$ cat src/tinker_pkg.sv
// Tinker integer subset only; no floating point, mul, div, call or return; addresses are 32 bits
package tinker_pkg;

    localparam int WORD_W    = 64;
    localparam int ADDR_W    = 32;
    localparam int INSTR_W   = 32;
    localparam int REG_IDX_W = 5;
    localparam int IMM_W     = 12;
    localparam int OPC_W     = 5;

    typedef logic [WORD_W-1:0]    word_t;
    typedef logic [ADDR_W-1:0]    addr_t;
    typedef logic [INSTR_W-1:0]   instr_t;
    typedef logic [REG_IDX_W-1:0] reg_idx_t;
    typedef logic [IMM_W-1:0]     imm_t;
    typedef logic [OPC_W-1:0]     opcode_t;

    // Low bit of each instruction field
    localparam int OPC_LSB = 27;
    localparam int RD_LSB  = 22;
    localparam int RS_LSB  = 17;
    localparam int RT_LSB  = 12;
    localparam int L_LSB   = 0;

    localparam opcode_t OP_AND    = 5'h00;
    localparam opcode_t OP_OR     = 5'h01;
    localparam opcode_t OP_XOR    = 5'h02;
    localparam opcode_t OP_NOT    = 5'h03;
    localparam opcode_t OP_SHFTR  = 5'h04;
    localparam opcode_t OP_SHFTRI = 5'h05;
    localparam opcode_t OP_SHFTL  = 5'h06;
    localparam opcode_t OP_SHFTLI = 5'h07;
    localparam opcode_t OP_BR     = 5'h08;
    localparam opcode_t OP_BRR    = 5'h09;
    localparam opcode_t OP_BRRL   = 5'h0a;
    localparam opcode_t OP_BRNZ   = 5'h0b;
    localparam opcode_t OP_BRGT   = 5'h0e;
    localparam opcode_t OP_HALT   = 5'h0f;
    localparam opcode_t OP_LOAD   = 5'h10; // mov rd, (rs)(L)
    localparam opcode_t OP_MOV    = 5'h11;
    localparam opcode_t OP_MOVL   = 5'h12; // Low 12 bits of rd only
    localparam opcode_t OP_STORE  = 5'h13; // mov (rd)(L), rs
    localparam opcode_t OP_ADD    = 5'h18;
    localparam opcode_t OP_ADDI   = 5'h19;
    localparam opcode_t OP_SUB    = 5'h1a;
    localparam opcode_t OP_SUBI   = 5'h1b;

    typedef enum logic [2:0] {
        FETCH,
        DECODE,
        EXECUTE,
        MEMORY,
        WRITEBACK,
        HALTED
    } phase_t;

endpackage

$ cat src/phase_sequencer.sv
// Fixed five-cycle instruction phases; HALTED is left only through reset
`timescale 1ns/1ns

module phase_sequencer (
    input  logic               clk,
    input  logic               reset,
    input  logic               halt_seen,
    output tinker_pkg::phase_t phase,
    output logic               hlt
);
    tinker_pkg::phase_t phase_next;

    always_comb begin
        case (phase)
            tinker_pkg::FETCH:     phase_next = tinker_pkg::DECODE;
            // Halt is caught once the instruction register holds it
            tinker_pkg::DECODE:    phase_next = halt_seen ? tinker_pkg::HALTED
                                                          : tinker_pkg::EXECUTE;
            tinker_pkg::EXECUTE:   phase_next = tinker_pkg::MEMORY;
            tinker_pkg::MEMORY:    phase_next = tinker_pkg::WRITEBACK;
            tinker_pkg::WRITEBACK: phase_next = tinker_pkg::FETCH;
            tinker_pkg::HALTED:    phase_next = tinker_pkg::HALTED; // Sticky
            default:               phase_next = tinker_pkg::FETCH;
        endcase
    end

    always_ff @(posedge clk or posedge reset) begin
        if (reset) begin
            phase <= tinker_pkg::FETCH;
        end else begin
            phase <= phase_next;
        end
    end

    assign hlt = (phase == tinker_pkg::HALTED);

endmodule

$ cat config.mk
export PLATFORM = sky130hd
export DESIGN_NAME = phase_sequencer
export DESIGN_NICKNAME = d
export VERILOG_FILES = /design/src/tinker_pkg.sv /design/src/phase_sequencer.sv
export SDC_FILE = /design/constraint.sdc
export NUM_CORES = 1
export LEC_CHECK = 0
export ABC_AREA = 1
export BUFFER_PORTS_ARGS = -buffer_cell sky130_fd_sc_hd__buf_4
export CORE_AREA = 8 8 45 47
export CTS_CLUSTER_DIAMETER = 40
export DETAILED_ROUTE_END_ITERATION = 8
export DIE_AREA = 0 0 53 55
export GPL_ROUTABILITY_DRIVEN = 0
export PLACE_DENSITY = 0.37
export SKIP_CTS_REPAIR_TIMING = 1
export SLEW_MARGIN = 20
export SYNTH_ARGS = -nofsm -noshare
export SYNTH_HDL_FRONTEND = slang
export SYNTH_SLANG_ARGS = --single-unit
$ cat constraint.sdc
create_clock -name clk -period 0.9 [get_ports clk]
set_input_delay 0.135 -clock clk [delete_from_list [all_inputs] [get_ports clk]]
set_output_delay 0.135 -clock clk [all_outputs]
set_load 0.01 [all_outputs]
## Word level (Yosys, flattened, before mapping)

Index checks and enable logic that the tools add are counted.

| storage, ports and cells | value |
|---|---|
| register bits after elaboration | 3 |
| input port bits | 3 |
| word-level logic and storage cells | 8 |
| output and inout bits | 4 |

| cells by class | value |
|---|---|
| reduce and logical (&&, ||, !) cells | 1 |
| eq/ne operators | 4 |
| multiplexer cells | 2 |

Operators by type and width:

| cell | count |
|---|---|
| $pmux W3 S5 | 1 |
| $eq A3 B2 Y1 const B | 2 |
| $eq A3 B1 Y1 const B | 1 |
| $eq A3 B3 Y1 const B | 1 |
| $logic_not A3 Y1 | 1 |
| $mux W3 | 1 |

## Depth between registers and ports, before layout

| depth | value |
|---|---|
| word-level depth | 2 |
| depth in mapped cells | 4 |
| depth with buffers taken out | 4 |

## Worst setup path before layout

OpenSTA, ideal clock, no wires.

| timing | value |
|---|---|
| kind | flip-flop to output port |
| start point | reg phase[1] |
| end point | out hlt |
| cell stages (with the launch flop) | 4 |
| required time | 0.765 ns |
| setup slack | 0.090 ns |
| buffers on the path | 0 |
| arrival time | 0.675 ns |
| cells stage by stage | dfrtp_1 inv_1 nand3_1 inv_1 |

| on the way | value |
|---|---|
| longest elaborated chain between the ends | 1 |

RTL lines:

| what | line | text |
|---|---|---|
| from (decl) | phase_sequencer.sv:8 | `output tinker_pkg::phase_t phase,` |
| from (signal assigned) | phase_sequencer.sv:29 | `phase <= tinker_pkg::FETCH;` |
| from (signal assigned) | phase_sequencer.sv:31 | `phase <= phase_next;` |
| $eq A3 B3 Y1 | phase_sequencer.sv:35 | `assign hlt = (phase == tinker_pkg::HALTED);` |
| to (decl) | phase_sequencer.sv:9 | `output logic hlt` |

Every way passes these cells.

## Final worst setup path

Same ends and word-level chain as after synthesis.

==> impl_results.md <==
* Status: finished with violations
* Failing checks: negative setup slack
* Crit end category: output port
* RSZ-0062 raised after global routing: true
* DRT antenna net count at 0
* Input/output buffers at 6
* Max-cap violations at 0
* FF-to-FF Start: phase[2]$_DFF_PP0_
* Reg2Reg Setup Slack at 60 ps
* CP max stage cell: dfrtp_1
* Most flops, register: phase
* Final worst path period need at between 1000 and 1500 ps
* Post-Synthesis Cells at 23
* FF+latch count, synth at 3
* Drt first pass iters at 1
* Distinct cell type count after synthesis at 7
* Initial antenna violation count at 0
* Hold Vio Cnt, Final at 0
* Routed WL at 409 microns
* Layout Skew at around 0.24 ps
* Critical path launch point: phase[1]$_DFF_PP0_
* Cell mode on critical path: inv_2
* Syn nets at 26
* Tightest Pin Transition at 141.3 ps
* Buf/Inv on CP at 3
* Hold Path End: phase[1]$_DFF_PP0_
* Die X at 53 microns
* Placed Instances at 46
* Inserted Diodes at 0
* R2r worst-path depth at 4
* Area after DPL at 227.7 sq um
* Pin count of the biggest net entering global routing at 6
* DRT iter0 DRCs at 0
* Die ar. at between 0.002 and 0.003 sq mm
* Design area at ~300 sq um
* Longest Clk Path Bufs at 2
* Clk Latency, worst-skew pair at 230 ps
* WHS at approximately 150 ps
* H-tree depth at 1
* CTS tree: yes
* Worst slew margin at 90.58%
* Pwr per Cell Area at 3598 mW/mm^2
* DR vias at 177
* Number of clock sinks at 3
* Synthesized area at 155.1 sq um
* IO Pins at 7
* Vias per cell at 3.340
* Vias in the first global route at ~180
* Max FO, Critical Path at 2
* Routed len/inst at 7.717 microns
* Nets at 41
* Post-synthesis sequential area ratio at 48.39%
* Inserted Clock Buffers at 3
* Non-Filler Instances at 53
* Synth warn at 0
* Required @ worst endpoint at ~760 ps
* Starting Density at 11.21%
* PnR worst setup slack at -145.4 ps
* Global route overflow at 0
* Total negative slack at -335.9 ps
* Drt drc at 0
* Root Buffer: clkbuf_4
* # rows at 14
* Tcrit/Tclk final at 116.2%
* Type of origin of the critical path: flip-flop
* Hold Crit Depth at 4
* Regs by FF count: phase (3)
* Fin. max-slew vios at 0
* First-pass GRT wire length at between 600 and 700 microns
* Critical path type: flip-flop to output port
* Clk slew on worst S/H paths at roughly 40 ps
* Share of cells above drive strength 1 at 54.05%
* Delay-heaviest family, CP: flip-flops
* Tot GR Track Use at around 3.3%
* DPL Wire Length at 313.4 microns
* Cells along the critical path: inv_2 -> nand3_2 -> inv_2 -> buf_6
* Core footprint at 0.001384 sq mm
* Critical Path AT at around 900 ps
* RR Endpoint: phase[1]$_DFF_PP0_
* Worst vdd ir at 0.0009866 V
* Utilization after layout at 21.34%
* Pleak at between 0.00015 and 0.0002 uW
* FMAX at 956.6 MHz
* Average size of a mapped cell at 6.746 sq um
* CP peak stage delay at 370 ps
* Min-delay worst type: primary input to flip-flop
* Hold path start: halt_seen
* Max FFs per register at 3
* Layout area overhead at 90.32%
* Final setup violation count at 4
* Die height at 55 microns
[where the power goes]
| part | switching (uW) | internal (uW) |
|---|---|---|
| Clock | 70.4 | 166 |
| Sequential | 74.9 | 207 |
| Combinational | 260 | 284 |
| Total | 405 | 657 |
[synthesized netlist by cell type (all sizes together)]
library cell  instances  area [sq um]
nor2                  3         13.77
inv                   6         22.52
nand3                 2         10.01
dfrtp                 3         75.07
nand2                 9         33.78
[layout by cell type, fill, tap and decap left out, drive strengths merged]
cell type	instances
nand2	9
buf	9
inv	6
clkbuf	4
nor2	3
dfrtp	3
nand3	2
dlygate4sd3	1
[worst max path at each step]
stage,end,cells past startpoint,slack [ps]
2_1_floorplan,hlt,3,90
3_3_place_gp,hlt,3,60
3_5_place_dp,hlt,3,60
4_1_cts,hlt,3,-200
5_1_grt,hlt,4,-200
6_report,hlt,4,-150
[per-layer routing]
metal,vias to the layer above,GRT usage [%],share of wire [%]
met5,-,0,0
met4,0,5.172,4.6
met3,2,0.8021,3.7
met2,5,5.664,53
met1,78,2.595,38
li1,92,-,-
[final cells by class]
class                      count  area [sq um]
tap                           16         20.02
fill                         154          1089
sequential                     3         76.32
timing repair buffer          10         85.08
clock buffer                   4         26.28
multi-input combinational     14         65.06
inverter                       6         22.52
[cell families after synthesis]
group	synth area share [%]
buf+inv	14.52
simple gates	37.10
flops	48.39
[per-stage QoR]
step	worst slack [ps]	total power (uW)
final	-145.4	1063
after CTS	-200.3	973.1
after floorplan	89.56	499.7
after global placement	59.76	725.7
after global routing	-197.8	1179
after detailed placement	56.17	721.5
[tightest hold or removal path, cell delays in order]
cell	delay, ps
buf_4	90
nor2_2	30
nand2_1	50
nand2_1	40
Note: power is estimated with default switching activity, not from simulation.
