`config.mk`:
```
export PLATFORM = sky130hd
export DESIGN_NAME = program_counter_flat
export DESIGN_NICKNAME = d
export VERILOG_FILES = /design/src/tinker_pkg.sv /design/src/tinker_ifs.sv /design/src/program_counter.sv /design/src/flat_wrapper.sv
export SDC_FILE = /design/constraint.sdc
export NUM_CORES = 1
export LEC_CHECK = 0
export BUFFER_PORTS_ARGS = -buffer_cell sky130_fd_sc_hd__buf_2
export CAP_MARGIN = 40
export CORE_ASPECT_RATIO = 1.1
export CORE_MARGIN = 2
export CORE_UTILIZATION = 41
export DETAILED_ROUTE_END_ITERATION = 7
export GPL_TIMING_DRIVEN = 1
export PLACE_DENSITY = 0.8
export REMOVE_ABC_BUFFERS = 1
export SYNTH_ARGS = -nofsm -noshare
export SYNTH_HDL_FRONTEND = slang
export SYNTH_SLANG_ARGS = --single-unit
```
`constraint.sdc`:
```
create_clock -name clk -period 1.2 [get_ports clk]
set_clock_uncertainty 0.2 [all_clocks]
set_input_delay 0 -clock clk [delete_from_list [all_inputs] [get_ports clk]]
set_output_delay 0 -clock clk [all_outputs]
set_load 0.005 [all_outputs]
```
`src/tinker_pkg.sv`:
```
// Tinker integer subset only; no floating point, mul, div, call or return; addresses are 32 bits
package tinker_pkg;

    localparam int WORD_W    = 64;
    localparam int ADDR_W    = 32;
    localparam int INSTR_W   = 32;
    localparam int REG_IDX_W = 5;
    localparam int IMM_W     = 12;
    localparam int OPC_W     = 5;

    typedef logic [WORD_W-1:0]    word_t;
    typedef logic [ADDR_W-1:0]    addr_t;
    typedef logic [INSTR_W-1:0]   instr_t;
    typedef logic [REG_IDX_W-1:0] reg_idx_t;
    typedef logic [IMM_W-1:0]     imm_t;
    typedef logic [OPC_W-1:0]     opcode_t;

    // Low bit of each instruction field
    localparam int OPC_LSB = 27;
    localparam int RD_LSB  = 22;
    localparam int RS_LSB  = 17;
    localparam int RT_LSB  = 12;
    localparam int L_LSB   = 0;

    localparam opcode_t OP_AND    = 5'h00;
    localparam opcode_t OP_OR     = 5'h01;
    localparam opcode_t OP_XOR    = 5'h02;
    localparam opcode_t OP_NOT    = 5'h03;
    localparam opcode_t OP_SHFTR  = 5'h04;
    localparam opcode_t OP_SHFTRI = 5'h05;
    localparam opcode_t OP_SHFTL  = 5'h06;
    localparam opcode_t OP_SHFTLI = 5'h07;
    localparam opcode_t OP_BR     = 5'h08;
    localparam opcode_t OP_BRR    = 5'h09;
    localparam opcode_t OP_BRRL   = 5'h0a;
    localparam opcode_t OP_BRNZ   = 5'h0b;
    localparam opcode_t OP_BRGT   = 5'h0e;
    localparam opcode_t OP_HALT   = 5'h0f;
    localparam opcode_t OP_LOAD   = 5'h10; // mov rd, (rs)(L)
    localparam opcode_t OP_MOV    = 5'h11;
    localparam opcode_t OP_MOVL   = 5'h12; // Low 12 bits of rd only
    localparam opcode_t OP_STORE  = 5'h13; // mov (rd)(L), rs
    localparam opcode_t OP_ADD    = 5'h18;
    localparam opcode_t OP_ADDI   = 5'h19;
    localparam opcode_t OP_SUB    = 5'h1a;
    localparam opcode_t OP_SUBI   = 5'h1b;

    typedef enum logic [2:0] {
        FETCH,
        DECODE,
        EXECUTE,
        MEMORY,
        WRITEBACK,
        HALTED
    } phase_t;

endpackage

```
`src/tinker_ifs.sv`:
```
// Both ports are unclocked bundles; memory and register reads through them are combinational
`timescale 1ns/1ns

interface mem_port_if;
    tinker_pkg::addr_t  fetch_addr;
    tinker_pkg::instr_t fetch_word;
    tinker_pkg::addr_t  load_addr;
    tinker_pkg::word_t  load_word;
    logic               store_we;   // One cycle, writes 8 bytes
    tinker_pkg::addr_t  store_addr;
    tinker_pkg::word_t  store_data;

    modport fetch  (output fetch_addr);
    modport data   (input fetch_word, load_word,
                    output load_addr, store_we, store_addr, store_data);
    modport memory (input fetch_addr, load_addr, store_we, store_addr, store_data,
                    output fetch_word, load_word);
endinterface


```
`src/program_counter.sv`:
```
// PC changes only at the end of WRITEBACK; no alignment check on branch targets
`timescale 1ns/1ns

module program_counter #(
    parameter tinker_pkg::addr_t RESET_PC = '0
) (
    input  logic               clk,
    input  logic               reset,
    input  tinker_pkg::phase_t phase,
    input  tinker_pkg::addr_t  next_pc,
    output tinker_pkg::addr_t  pc,
    mem_port_if.fetch          mem
);

    always_ff @(posedge clk or posedge reset) begin
        if (reset) begin
            pc <= RESET_PC;
        end else if (phase == tinker_pkg::WRITEBACK) begin
            pc <= next_pc; // Branch target or PC + 4
        end
    end

    // Memory sees the PC as the fetch address in every phase
    assign mem.fetch_addr = pc;

endmodule

```
`src/flat_wrapper.sv`:
```
// flat-port wrapper written by rule: the top's interface ports become plain ports
module program_counter_flat 
#(
    parameter tinker_pkg::addr_t RESET_PC = '0
)
  (clk, reset, phase, next_pc, pc, mem_fetch_addr);
  mem_port_if mem_i ();
  input  logic clk;
  input  logic reset;
  input  tinker_pkg::phase_t phase;
  input  tinker_pkg::addr_t next_pc;
  output tinker_pkg::addr_t pc;
  output wire logic [$bits(mem_i.fetch_addr)-1:0] mem_fetch_addr;
  assign mem_fetch_addr = mem_i.fetch_addr;
  program_counter #(.RESET_PC(RESET_PC)) u_core (.clk(clk), .reset(reset), .phase(phase), .next_pc(next_pc), .pc(pc), .mem(mem_i));
endmodule
```
# Word level (Yosys, flattened, before mapping)
# Index checks and enable logic that the tools add are counted.
dict set report op_classes {
  n_eq_ne 1
}
# cell n
set op_table {}
lappend op_table {{$eq A3 B3 Y1 const B} 1}
dict set report totals {
  reg_bits 32
  output_inout_bits 64
  inputBits 37
  word_cells 2
}

# Logic depth before layout (Yosys ltp)
dict set report depth {
  depth_word 1
  mapped_depth 3
  ltp_nobuf 2
}

# Worst setup path after synthesis
# OpenSTA, ideal clock, no wires.
dict set report synth_timing {
  path_type {input -> register}
  start {input port phase[1]}
  end {register u_core.pc[10], in the netlist u_core.mem.fetch_addr[10]}
  t_required_ns 0.875
  t_arrival_ns 0.800
  cell_stages 3
  setup_time_ns 0.125
  n_path_buf 1
  path_slack_ns 0.075
  cell_sequence {nor3b_4 -> buf_6 -> mux2_2}
}
dict set report synth_via {
  elab_chain_len 1
}
# item line
set synth_rtl {}
lappend synth_rtl {{from (decl)} flat_wrapper.sv:10} ;# input tinker_pkg::phase_t phase;
lappend synth_rtl {{$eq A3 B3 Y1} program_counter.sv:18} ;# end else if (phase == tinker_pkg::WRITEBACK) begin
lappend synth_rtl {{to (signal assigned)} program_counter.sv:19} ;# pc <= next_pc;
lappend synth_rtl {{to (decl)} program_counter.sv:11} ;# output tinker_pkg::addr_t pc,
# Every way passes these cells.
# A chain may end at the register's enable or synchronous reset.

# Worst setup path in the final report
dict set report layout_timing {
  start {register u_core.pc[1], in the netlist u_core.mem.fetch_addr[1]}
  end {output port mem_fetch_addr[1]}
}
# item line
set layout_rtl {}
lappend layout_rtl {{to (decl)} flat_wrapper.sv:13} ;# output wire logic [$bits(mem_i.fetch_addr)-1:0] mem_fetch_addr;
# No word-level cell between the ends.

==> flow_summary.ini <==
[outcome]
outcome = complete, no violations

[synth]
yosysTopAreaCell = dfrtp_1
muxShareOfSynthArea = 0.247
syn-cell-area_um2 = 1460
synth_compound_gate_area_share = 0
avgSynthCellArea_um2 = 14.4
ys_warn_count = 0
synth_adder_area_share = 0
synth_top_cell_area_share = 0.549
ys_ff_latch = 32
netlist-cell-type-count = 7
syn_inst = 101
synth.area.top_cells = dfrtp_1 55%, mux2_2 23%, buf_4 16%
synth_top_family_by_area = multiplexers
synthSimpleGateAreaFrac = 0.0129
yosysSeqAreaShare = 0.549
synth_xor_area_frac = 0

[sta]
period_minus_slack_ns = 1.07
rsz0062_at_grt = false
whs_ns = 0.0493
finalMaxSlewViolations = 0
setup-violations-final = 0
finalHoldViolations = 0
tightest_slew_ns = 0.406
relSlewSlack = 0.729
post-route-period-util = 0.895
max_freq_mhz = 931

[place]
dp.final_hpwl_um = 2110
dp_cells = 216
place.gp.congestion = 0.632
numPortBuffers = 100

[floorplanning]
die_width_um = 60.9
io_pins = 101
start_util = 0.434
rows = 22
dieArea_um2 = 4050
coreArea_um2 = 3360
fp.dieH_um = 66.5

[route]
ant_nets = 0
drt_wl_total_um = 3860
viasPerCell = 4.43
num_vias = 1134
drtIter0Drc = 40
wl_per_cell_um = 15.1
drc = 0
dr.pass1.iters = 3

[clock_network]
holdBufCountCts = 33
tritoncts = built
numCtsBuffers = 5
numClockSinks = 32
postCtsSetupRepairBufs = 0
cts_max_level = 2
cts_resized = 0
clkLatencyLatePin_ns = 0.31
cts.path.max_buffers = 2
clk_pin_slew_ns = 0.10
ctsRootBufferMaster = clkbuf_4

[setup_path]
critPathKind = reg -> out
cp.arrival_ns = 0.87
path_cells = buf_2
critical_path.max_stage_delay_ns = 0.42
worstPathRequired_ns = 1.00
critical_path_peak_fanout = 3
slowest_stage = dfrtp_1
critPathTopFamily = flip-flops
critPathBufInv = 1
startpoint_type = flop
endpoint_kind = primary output

[global_routing]
grt_pass1_wl_um = 5440
grt-ovfl-total = 0
antenna_found_initial = 0
grt_pass1_vias = 1092
gr-usage-all-layers = 0.192
grt_max_degree = 33

[layout]
layout-drive-gt1-share = 0.673
fillCellCount = 263
stdcell_count = 256
final-seq-area_um2 = 801
largest_reg_flops = 32
mostFrequentLayoutCells = 100 x buf_2, 33 x dlygate4sd3_1, 32 x dfrtp_1
antenna_cells = 0
multi_input_area_um2 = 379
syn2layout_area_growth_pct = 48.7
nets = 245
final_common_cell = buf_2

[power_and_ir_drop]
power_density_nw_per_um2 = 1370
p_leak_nw = 1.10
ir_worst_vdd_uv = 922
p_total_mw = 2.98

[job]
cap_violations = 0

[hold_path]
hp-class = in -> reg
Yosys cell counts:
cell,n
buf_4,32
buf_6,3
dfrtp_1,32
inv_1,1
mux2_1,2
mux2_2,30
nor3b_4,1
final timing paths:
kind                                          start                         to  slack, ns  depth (start not counted)
min reg2reg                u_core.mem.fetch_addr[6]   u_core.mem.fetch_addr[6]       0.32                          1
min                                        phase[0]   u_core.mem.fetch_addr[6]       0.05                          4
max in group asynchronous                     reset  u_core.mem.fetch_addr[18]       0.41                          4
min in group asynchronous                     reset  u_core.mem.fetch_addr[19]       0.09                          4
max reg2reg                u_core.mem.fetch_addr[7]   u_core.mem.fetch_addr[7]       0.18                          1
max                        u_core.mem.fetch_addr[1]          mem_fetch_addr[1]       0.13                          1
per-layer routing:
layer,vias to the layer above,global-route usage,wire length (um)
li1,522,-,-
met3,10,0.0621,320
met4,0,0.114,113
met5,-,0,0
met1,534,0.181,1390
met2,68,0.348,2040
cell families (layout without fill, tap and decap cells):
family                 Yosys count  in the layout
buffers and inverters           36            143
flip-flops                      32             32
AND/OR/NAND/NOR                  1              1
multiplexers                    32             32
report_power, final:
part / total [mW] / internal, mW / switching, mW
logic: 0.881 / 0.538 / 0.343
registers: 1.43 / 1.28 / 0.148
clock network: 0.663 / 0.332 / 0.331
stage by stage:
step	instance area [um^2]	setup slack, ns	util	setup TNS, ns
after floorplan	1180	-0.423	-	-13.47
after global placement	1770	-0.0498	0.528	-1.43
after detailed placement	1770	-0.0838	0.528	-2.38
after CTS	2170	0.119	0.645	0
after global routing	2170	0.0787	0.645	0
final	2170	0.126	0.645	0
cell type report:
cell class / instances / share of cell area
clock buffers: 7 / 0.0300
repair buffers: 135 / 0.396
well taps: 48 / 0.0277
flip-flops and latches: 32 / 0.370
multi-input cells: 33 / 0.175
inverters: 1 / 0.00173
No activity file was read; power rests on OpenSTA's default activity.
