--- src/tinker_pkg.sv ---
// Tinker integer subset only; no floating point, mul, div, call or return; addresses are 32 bits
package tinker_pkg;

    localparam int WORD_W    = 64;
    localparam int ADDR_W    = 32;
    localparam int INSTR_W   = 32;
    localparam int REG_IDX_W = 5;
    localparam int IMM_W     = 12;
    localparam int OPC_W     = 5;

    typedef logic [WORD_W-1:0]    word_t;
    typedef logic [ADDR_W-1:0]    addr_t;
    typedef logic [INSTR_W-1:0]   instr_t;
    typedef logic [REG_IDX_W-1:0] reg_idx_t;
    typedef logic [IMM_W-1:0]     imm_t;
    typedef logic [OPC_W-1:0]     opcode_t;

    // Low bit of each instruction field
    localparam int OPC_LSB = 27;
    localparam int RD_LSB  = 22;
    localparam int RS_LSB  = 17;
    localparam int RT_LSB  = 12;
    localparam int L_LSB   = 0;

    localparam opcode_t OP_AND    = 5'h00;
    localparam opcode_t OP_OR     = 5'h01;
    localparam opcode_t OP_XOR    = 5'h02;
    localparam opcode_t OP_NOT    = 5'h03;
    localparam opcode_t OP_SHFTR  = 5'h04;
    localparam opcode_t OP_SHFTRI = 5'h05;
    localparam opcode_t OP_SHFTL  = 5'h06;
    localparam opcode_t OP_SHFTLI = 5'h07;
    localparam opcode_t OP_BR     = 5'h08;
    localparam opcode_t OP_BRR    = 5'h09;
    localparam opcode_t OP_BRRL   = 5'h0a;
    localparam opcode_t OP_BRNZ   = 5'h0b;
    localparam opcode_t OP_BRGT   = 5'h0e;
    localparam opcode_t OP_HALT   = 5'h0f;
    localparam opcode_t OP_LOAD   = 5'h10; // mov rd, (rs)(L)
    localparam opcode_t OP_MOV    = 5'h11;
    localparam opcode_t OP_MOVL   = 5'h12; // Low 12 bits of rd only
    localparam opcode_t OP_STORE  = 5'h13; // mov (rd)(L), rs
    localparam opcode_t OP_ADD    = 5'h18;
    localparam opcode_t OP_ADDI   = 5'h19;
    localparam opcode_t OP_SUB    = 5'h1a;
    localparam opcode_t OP_SUBI   = 5'h1b;

    typedef enum logic [2:0] {
        FETCH,
        DECODE,
        EXECUTE,
        MEMORY,
        WRITEBACK,
        HALTED
    } phase_t;

endpackage

--- src/tinker_ifs.sv ---


interface reg_port_if;
    tinker_pkg::reg_idx_t rd_idx;   // Also the write index
    tinker_pkg::reg_idx_t rs_idx;
    tinker_pkg::reg_idx_t rt_idx;
    logic                 wr_en;
    tinker_pkg::word_t    wr_data;
    tinker_pkg::word_t    rd_val;
    tinker_pkg::word_t    rs_val;
    tinker_pkg::word_t    rt_val;

    modport control (output rd_idx, rs_idx, rt_idx, wr_en, wr_data,
                     input rd_val, rs_val, rt_val);
    modport file    (input rd_idx, rs_idx, rt_idx, wr_en, wr_data,
                     output rd_val, rs_val, rt_val);
endinterface

--- src/register_file.sv ---
// All 32 registers are general purpose and reset to zero; r31 gets no stack value
`timescale 1ns/1ns

module register_file (
    input  logic     clk,
    input  logic     reset,
    reg_port_if.file regs
);
    tinker_pkg::word_t regs_q [32];

    always_ff @(posedge clk or posedge reset) begin
        if (reset) begin
            for (int i = 0; i < 32; i++) begin
                regs_q[i] <= '0;
            end
        end else if (regs.wr_en) begin
            regs_q[regs.rd_idx] <= regs.wr_data; // Always to rd
        end
    end

    // Three independent read ports, no write bypass
    assign regs.rd_val = regs_q[regs.rd_idx];
    assign regs.rs_val = regs_q[regs.rs_idx];
    assign regs.rt_val = regs_q[regs.rt_idx];

endmodule

--- src/flat_wrapper.sv ---
// flat-port wrapper written by rule: the top's interface ports become plain ports
module register_file_flat 
  (clk, reset, regs_rd_idx, regs_rs_idx, regs_rt_idx, regs_wr_en, regs_wr_data, regs_rd_val, regs_rs_val, regs_rt_val);
  reg_port_if regs_i ();
  input  logic clk;
  input  logic reset;
  input wire logic [$bits(regs_i.rd_idx)-1:0] regs_rd_idx;
  input wire logic [$bits(regs_i.rs_idx)-1:0] regs_rs_idx;
  input wire logic [$bits(regs_i.rt_idx)-1:0] regs_rt_idx;
  input wire logic [$bits(regs_i.wr_en)-1:0] regs_wr_en;
  input wire logic [$bits(regs_i.wr_data)-1:0] regs_wr_data;
  output wire logic [$bits(regs_i.rd_val)-1:0] regs_rd_val;
  output wire logic [$bits(regs_i.rs_val)-1:0] regs_rs_val;
  output wire logic [$bits(regs_i.rt_val)-1:0] regs_rt_val;
  assign regs_i.rd_idx = regs_rd_idx;
  assign regs_i.rs_idx = regs_rs_idx;
  assign regs_i.rt_idx = regs_rt_idx;
  assign regs_i.wr_en = regs_wr_en;
  assign regs_i.wr_data = regs_wr_data;
  assign regs_rd_val = regs_i.rd_val;
  assign regs_rs_val = regs_i.rs_val;
  assign regs_rt_val = regs_i.rt_val;
  register_file u_core (.clk(clk), .reset(reset), .regs(regs_i));
endmodule
--- config.mk ---
export PLATFORM = sky130hd
export DESIGN_NAME = register_file_flat
export DESIGN_NICKNAME = d
export VERILOG_FILES = /design/src/tinker_pkg.sv /design/src/tinker_ifs.sv /design/src/register_file.sv /design/src/flat_wrapper.sv
export SDC_FILE = /design/constraint.sdc
export NUM_CORES = 2
export LEC_CHECK = 0
export BUFFER_PORTS_ARGS = -buffer_cell sky130_fd_sc_hd__buf_2
export CAP_MARGIN = 20
export CORE_MARGIN = 5
export CORE_UTILIZATION = 45
export DETAILED_ROUTE_END_ITERATION = 8
export PLACE_DENSITY_LB_ADDON = 0.3
export SYNTH_ARGS = -nofsm -noshare
export SYNTH_HDL_FRONTEND = slang
export SYNTH_SLANG_ARGS = --single-unit
--- constraint.sdc ---
create_clock -name clk -period 66.8 [get_ports clk]
set_clock_uncertainty 0.15 [all_clocks]
set_input_delay 3.34 -clock clk [delete_from_list [all_inputs] [get_ports clk]]
set_output_delay 3.34 -clock clk [all_outputs]
set_load 0.01 [all_outputs]
# ---- Word level (Yosys, flattened, before mapping)
# Index checks and enable logic that the tools add are counted.
dict set report classes {
  muxes 12
  n_lt_le_gt_ge 4
  reduce_logical 1
  bitwise_logic 3
}
# op count
set ops {}
lappend ops {{$bwmux 2048} 1}
lappend ops {{$bmux 64 s5} 3}
lappend ops {{$mux 64} 7}
lappend ops {{$demux 64 s5} 1}
lappend ops {{$ge 6x6->1 const B} 3}
lappend ops {{$not 5->6} 3}
lappend ops {{$lt 6x1->1 const B} 1}
lappend ops {{$logic_and 1x1->1} 1}
dict set report word_totals {
  out_inout_bits 192
  elab_cells 52
  register_bits 2048
  inputBits 82
}

# ---- Logic depth before layout (Yosys ltp)
dict set report depth {
  word_depth 6
  ltp_mapped 9
}

# ---- Worst setup path after synthesis
# Ideal clock, no wire load.
dict set report synth_timing {
  path_kind {input -> output}
  start {input regs_rs_idx[0]}
  end {output regs_rs_val[15]}
  t_arrival_ps 4906
  path_slack_ps 58404
  required_ps 63310
  cell_stages 6
  n_path_buf 3
  path_cell_list {buf_4 buf_2 buf_2 mux4_2 a22oi_1 nand4_1}
}
dict set report synth_via {
  elab_chain_len 4
}
# element line_no
set synth_rtl {}
lappend synth_rtl {{from (decl)} flat_wrapper.sv:8} ;# input wire logic [$bits(regs_i.rs_idx)-1:0] regs_rs_idx;
lappend synth_rtl {{$not 5->6 (implied by the code)} register_file.sv:23} ;# assign regs.rs_val = regs_q[regs.rs_idx];
lappend synth_rtl {{$bmux 64 s5} register_file.sv:23}
lappend synth_rtl {{$mux 64 (implied by the code) (2 in a row)} register_file.sv:23}
lappend synth_rtl {{to (decl)} flat_wrapper.sv:13} ;# output wire logic [$bits(regs_i.rs_val)-1:0] regs_rs_val;
# Every way passes these cells. The select of a mux whose other input is x is not followed.

# ---- Worst setup path after layout
dict set report layout_timing {
  start {input regs_rs_idx[2]}
  end {output regs_rs_val[19]}
}
# Same word-level chain as after synthesis.

==> impl_summary.txt <==
----------------------------------------------------
[Outcome]
  Status ... finished, final reports clean

[CTS]
  CTS Hold Buffers Added ... 0
  Count of clock tree sinks ... 2048
  Number of gates resized after cts ... 0
  Root Buffer Master ... sky130_fd_sc_hd__clkbuf_16
  Worst-skew pair later-pin latency ... 0.94 ns
  Total setup buffers inserted after CTS ... 0
  CTS Buf Count ... 224
  Maximum number of buffers from clock root to sink ... 4
  H-tree Lvls ... 4
  Clock tree from TritonCTS ... built
  Reg clk slew, reported paths ... 0.06 ns

[Synthesis]
  FFs w/ async S/R, synth ... 100%
  Biggest area contributors in the synthesized netlist ... sky130_fd_sc_hd__dfrtp_1 (42%), sky130_fd_sc_hd__mux4_2 (20%), sky130_fd_sc_hd__mux2_2 (18%)
  Area leader, netlist ... sky130_fd_sc_hd__dfrtp_1
  Post-synth net total ... 8721
  Number of standard cells after synthesis ... 8639
  Flops & latches, synth ... 2048
  Synth Area per Inst ... 14.3 µm²
  Leading register cell type out of synthesis ... sky130_fd_sc_hd__dfrtp_1
  Number of library cell types mapped by synthesis ... 46
  Commonest cells post-synth ... sky130_fd_sc_hd__dfrtp_1 (2048), sky130_fd_sc_hd__mux2_2 (1986), sky130_fd_sc_hd__mux4_2 (1114)
  Warning count from the yosys run ... 0
  Yosys top cell area share ... 41.5%
  Post-synth design cell area ... 0.123 mm²
  Most instantiated library cell after synthesis ... sky130_fd_sc_hd__dfrtp_1
  EDFF count, synth ... 0
  Part of the Yosys area used for sequential elements ... 41.5%

[Worst hold path]
  Hold Startpoint ... u_core.regs_q[1343]
  Worst min-delay path class ... reg -> reg
  Hold path depth ... 1
  End of the worst hold path ... u_core.regs_q[1343]

[STA]
  Final-layout worst hold slack ... 0.389 ns
  Achievable clock frequency ... 82.4 MHz
  Number of pins exceeding their max-slew limit in the final report ... 0
  Relative slew slack ... 11.1%
  Final worst-path cycle share ... 18.2%
  Setup TNS ... 0 ns
  Unrepaired setup endpoints after global routing ... no
  Transition time at the pin with the least slew margin ... 1.33 ns
  Final Hold Fails ... 0
  Setup Viol. Count Final ... 0
  Minimum clock period ... 12.14 ns

[Global route]
  Initial antenna violation count ... 82
  GRT Resource Usage Total ... 35.9%
  Via count of the first global-routing pass ... 91700
  Pin count of the biggest net entering global routing ... 171
  Overflow left after global routing ... 0
  Global-route wire length before repair ... 734000 µm

[Cells and area]
  Final Util ... 49.5%
  Fraction of final layout cells with drive strength greater than 1 ... 47.7%
  Final design instance area without fill ... 0.135 mm²
  Filler Cell Count ... 23100
  Registers with the highest flip-flop counts ... u_core.regs_q x2048
  Final layout net count ... 8516
  Flip-flop count of the largest register after layout ... 2048
  Most flops, register ... u_core.regs_q
  Post-synthesis to final-layout area growth ... 9.62%

[Die]
  Number of I/O pins ... 274
  Initial core utilization ... 45.2%
  Area of the die ... 0.285 mm²
  Std-Cell Rows ... 192
  Vertical die dimension ... 534 µm
  Die Span X ... 534 µm
  Core area ... 0.273 mm²

[Critical path]
  Type of element capturing the critical path ... output pin
  Cell with the largest stage delay on the worst path ... sky130_fd_sc_hd__buf_4
  Cell breakdown of the critical path ... buf_8 -> buf_4 -> buf_4 -> buf_4 -> buf_4 -> mux4_2 -> a22oi_1 -> nand4_1 -> buf_2
  Origin of the critical flop-to-flop path ... u_core.regs_q[1592]
  Count of cells along the worst register-to-register path ... 1
  Critical path fanouts, max ... 92
  WP data required ... 63.31 ns
  CP startpoint kind ... input pin
  Crit path top cell by count ... sky130_fd_sc_hd__buf_4
  Startpoint-to-endpoint class of the critical path ... in -> out
  Endpoint of the lowest-slack register-to-register path ... u_core.regs_q[1592]
  Largest incremental delay on the critical path ... 0.94 ns
  Arrival time at the worst endpoint ... 8.65 ns
  Worst reg-to-reg setup slack ... 65.78 ns

[Pwr]
  Switching part of the total power ... 31.0%
  Switching Power ... 0.00125 W
  Total power divided by cell area ... 29.9 mW/mm²
  Leakage power of the design ... 57.4 nW
  Largest voltage drop on the vdd net ... 0.0255 mV
  Clock network fraction of total power ... 32.7%
  PnR Total Power ... 0.00404 W
  Sequential share of power ... 43.3%
  Proportion of power drawn by combinational gates ... 24.0%
  Int Power ... 0.00279 W

[Placement]
  Standard cell area after detailed placement ... 0.127 mm²
  Count of buffers inserted at the top-level ports ... 273
  Final Wtd Congestion ... 0.912
  Detailed-placement wirelength estimate ... 304000 µm

[Routing]
  ANT nets after route ... 0
  Detailed-route DRC error count ... 0
  Total wirelength of the detailed-routed design ... 526000 µm
  Number of search-and-repair iterations in the first detailed-routing pass ... 8
  Per-cell routed wire length ... 42.9 µm
  Total number of vias ... 93800
  Avg Vias per Cell ... 7.64
  1st-iter DRT viols ... 14900

[Run]
  Number of maximum-capacitance violations ... 0

----------------------------------------------------
## worst max-delay path: cells and delay by family
| kind | cells | cell delay, ns |
|---|---|---|
| buffers and inverters | 6 | 3.97 |
| and+or+nand+nor | 1 | 0.26 |
| AOI/OAI and AO/OA | 1 | 0.21 |
| muxes | 1 | 0.43 |
## how the worst max path moves through the flow
stage               cells past startpoint                to            from  slack (ns)
floorplan                               1  u_core.regs_q[0]           reset        5.46
global placement                        9   regs_rs_val[12]  regs_rs_idx[2]       54.94
detailed placement                      9   regs_rs_val[12]  regs_rs_idx[2]       54.91
CTS                                     9   regs_rs_val[12]  regs_rs_idx[2]       54.90
global route                            9   regs_rs_val[19]  regs_rs_idx[2]       54.68
finish                                  9   regs_rs_val[19]  regs_rs_idx[2]       54.66
## per-layer routing
layer / vias to the layer above / track usage, % / part of all wire (%)
met3: 2133 / 13.8 / 14
met2: 8218 / 51.0 / 42
met1: 49300 / 45.0 / 35
li1: 34100 / - / -
met5: - / 0.450 / 0.094
met4: 50 / 25.3 / 8.6
## power groups by stage
stage / sequential [W] / clock (W) / combinational, W
2_1_floorplan: 0.00167 / 0 / 0.000719
3_3_place_gp: 0.00173 / 0 / 0.000930
5_1_grt: 0.00177 / 0.00138 / 0.00102
3_5_place_dp: 0.00175 / 0 / 0.000951
6_report: 0.00175 / 0.00132 / 0.000969
4_1_cts: 0.00173 / 0.00133 / 0.000956
## final cells by class
cell class / count / area [µm²] / area share (%)
multi-input cells: 5625 / 68000 / 50.3
flip-flops and latches: 2048 / 51200 / 37.9
clock inverters: 77 / 1020 / 0.757
diodes: 65 / 163 / 0.120
inverters: 2 / 15.0 / 0.0111
clock buffers: 327 / 6650 / 4.91
well taps: 3589 / 4490 / 3.32
repair buffers: 533 / 3700 / 2.73
## cells by family (layout without fill, tap and decap cells)
group | count (synthesis) | after routing | synth area share [%]
AOI/OAI and AO/OA | 1002 | 1002 | 5.97
buffers and inverters | 966 | 939 | 3.79
DFF | 2048 | 2048 | 41.5
muxes | 4022 | 4022 | 46.0
other | 0 | 65 | 0
and+or+nand+nor | 601 | 601 | 2.74
## cell usage in the layout, fill, tap and decap left out, types with 20 or more instances in the layout
cell / count
sky130_fd_sc_hd__clkinv_2: 40
sky130_fd_sc_hd__buf_4: 242
sky130_fd_sc_hd__bufinv_16: 23
sky130_fd_sc_hd__mux2_2: 1986
sky130_fd_sc_hd__diode_2: 65
sky130_fd_sc_hd__buf_2: 263
sky130_fd_sc_hd__a22oi_1: 844
sky130_fd_sc_hd__mux4_2: 1114
sky130_fd_sc_hd__nand4_1: 167
sky130_fd_sc_hd__mux2i_1: 855
sky130_fd_sc_hd__clkbuf_16: 229
sky130_fd_sc_hd__dfrtp_1: 2048
sky130_fd_sc_hd__nand3_1: 208
sky130_fd_sc_hd__a21oi_1: 58
sky130_fd_sc_hd__clkbuf_1: 43
sky130_fd_sc_hd__clkbuf_8: 55
sky130_fd_sc_hd__nand2_1: 60
sky130_fd_sc_hd__nor2_4: 34
sky130_fd_sc_hd__mux2_1: 67
sky130_fd_sc_hd__o22ai_1: 34
sky130_fd_sc_hd__nor2b_4: 20
## stage by stage
stage | cells | worst slack (ns)
CTS | 12200 | 54.90
global placement | 11800 | 54.94
floorplan | 8639 | 5.46
finish | 12300 | 54.66
detailed placement | 11800 | 54.91
global route | 12200 | 54.68
Note: power is estimated with default switching activity, not from simulation.
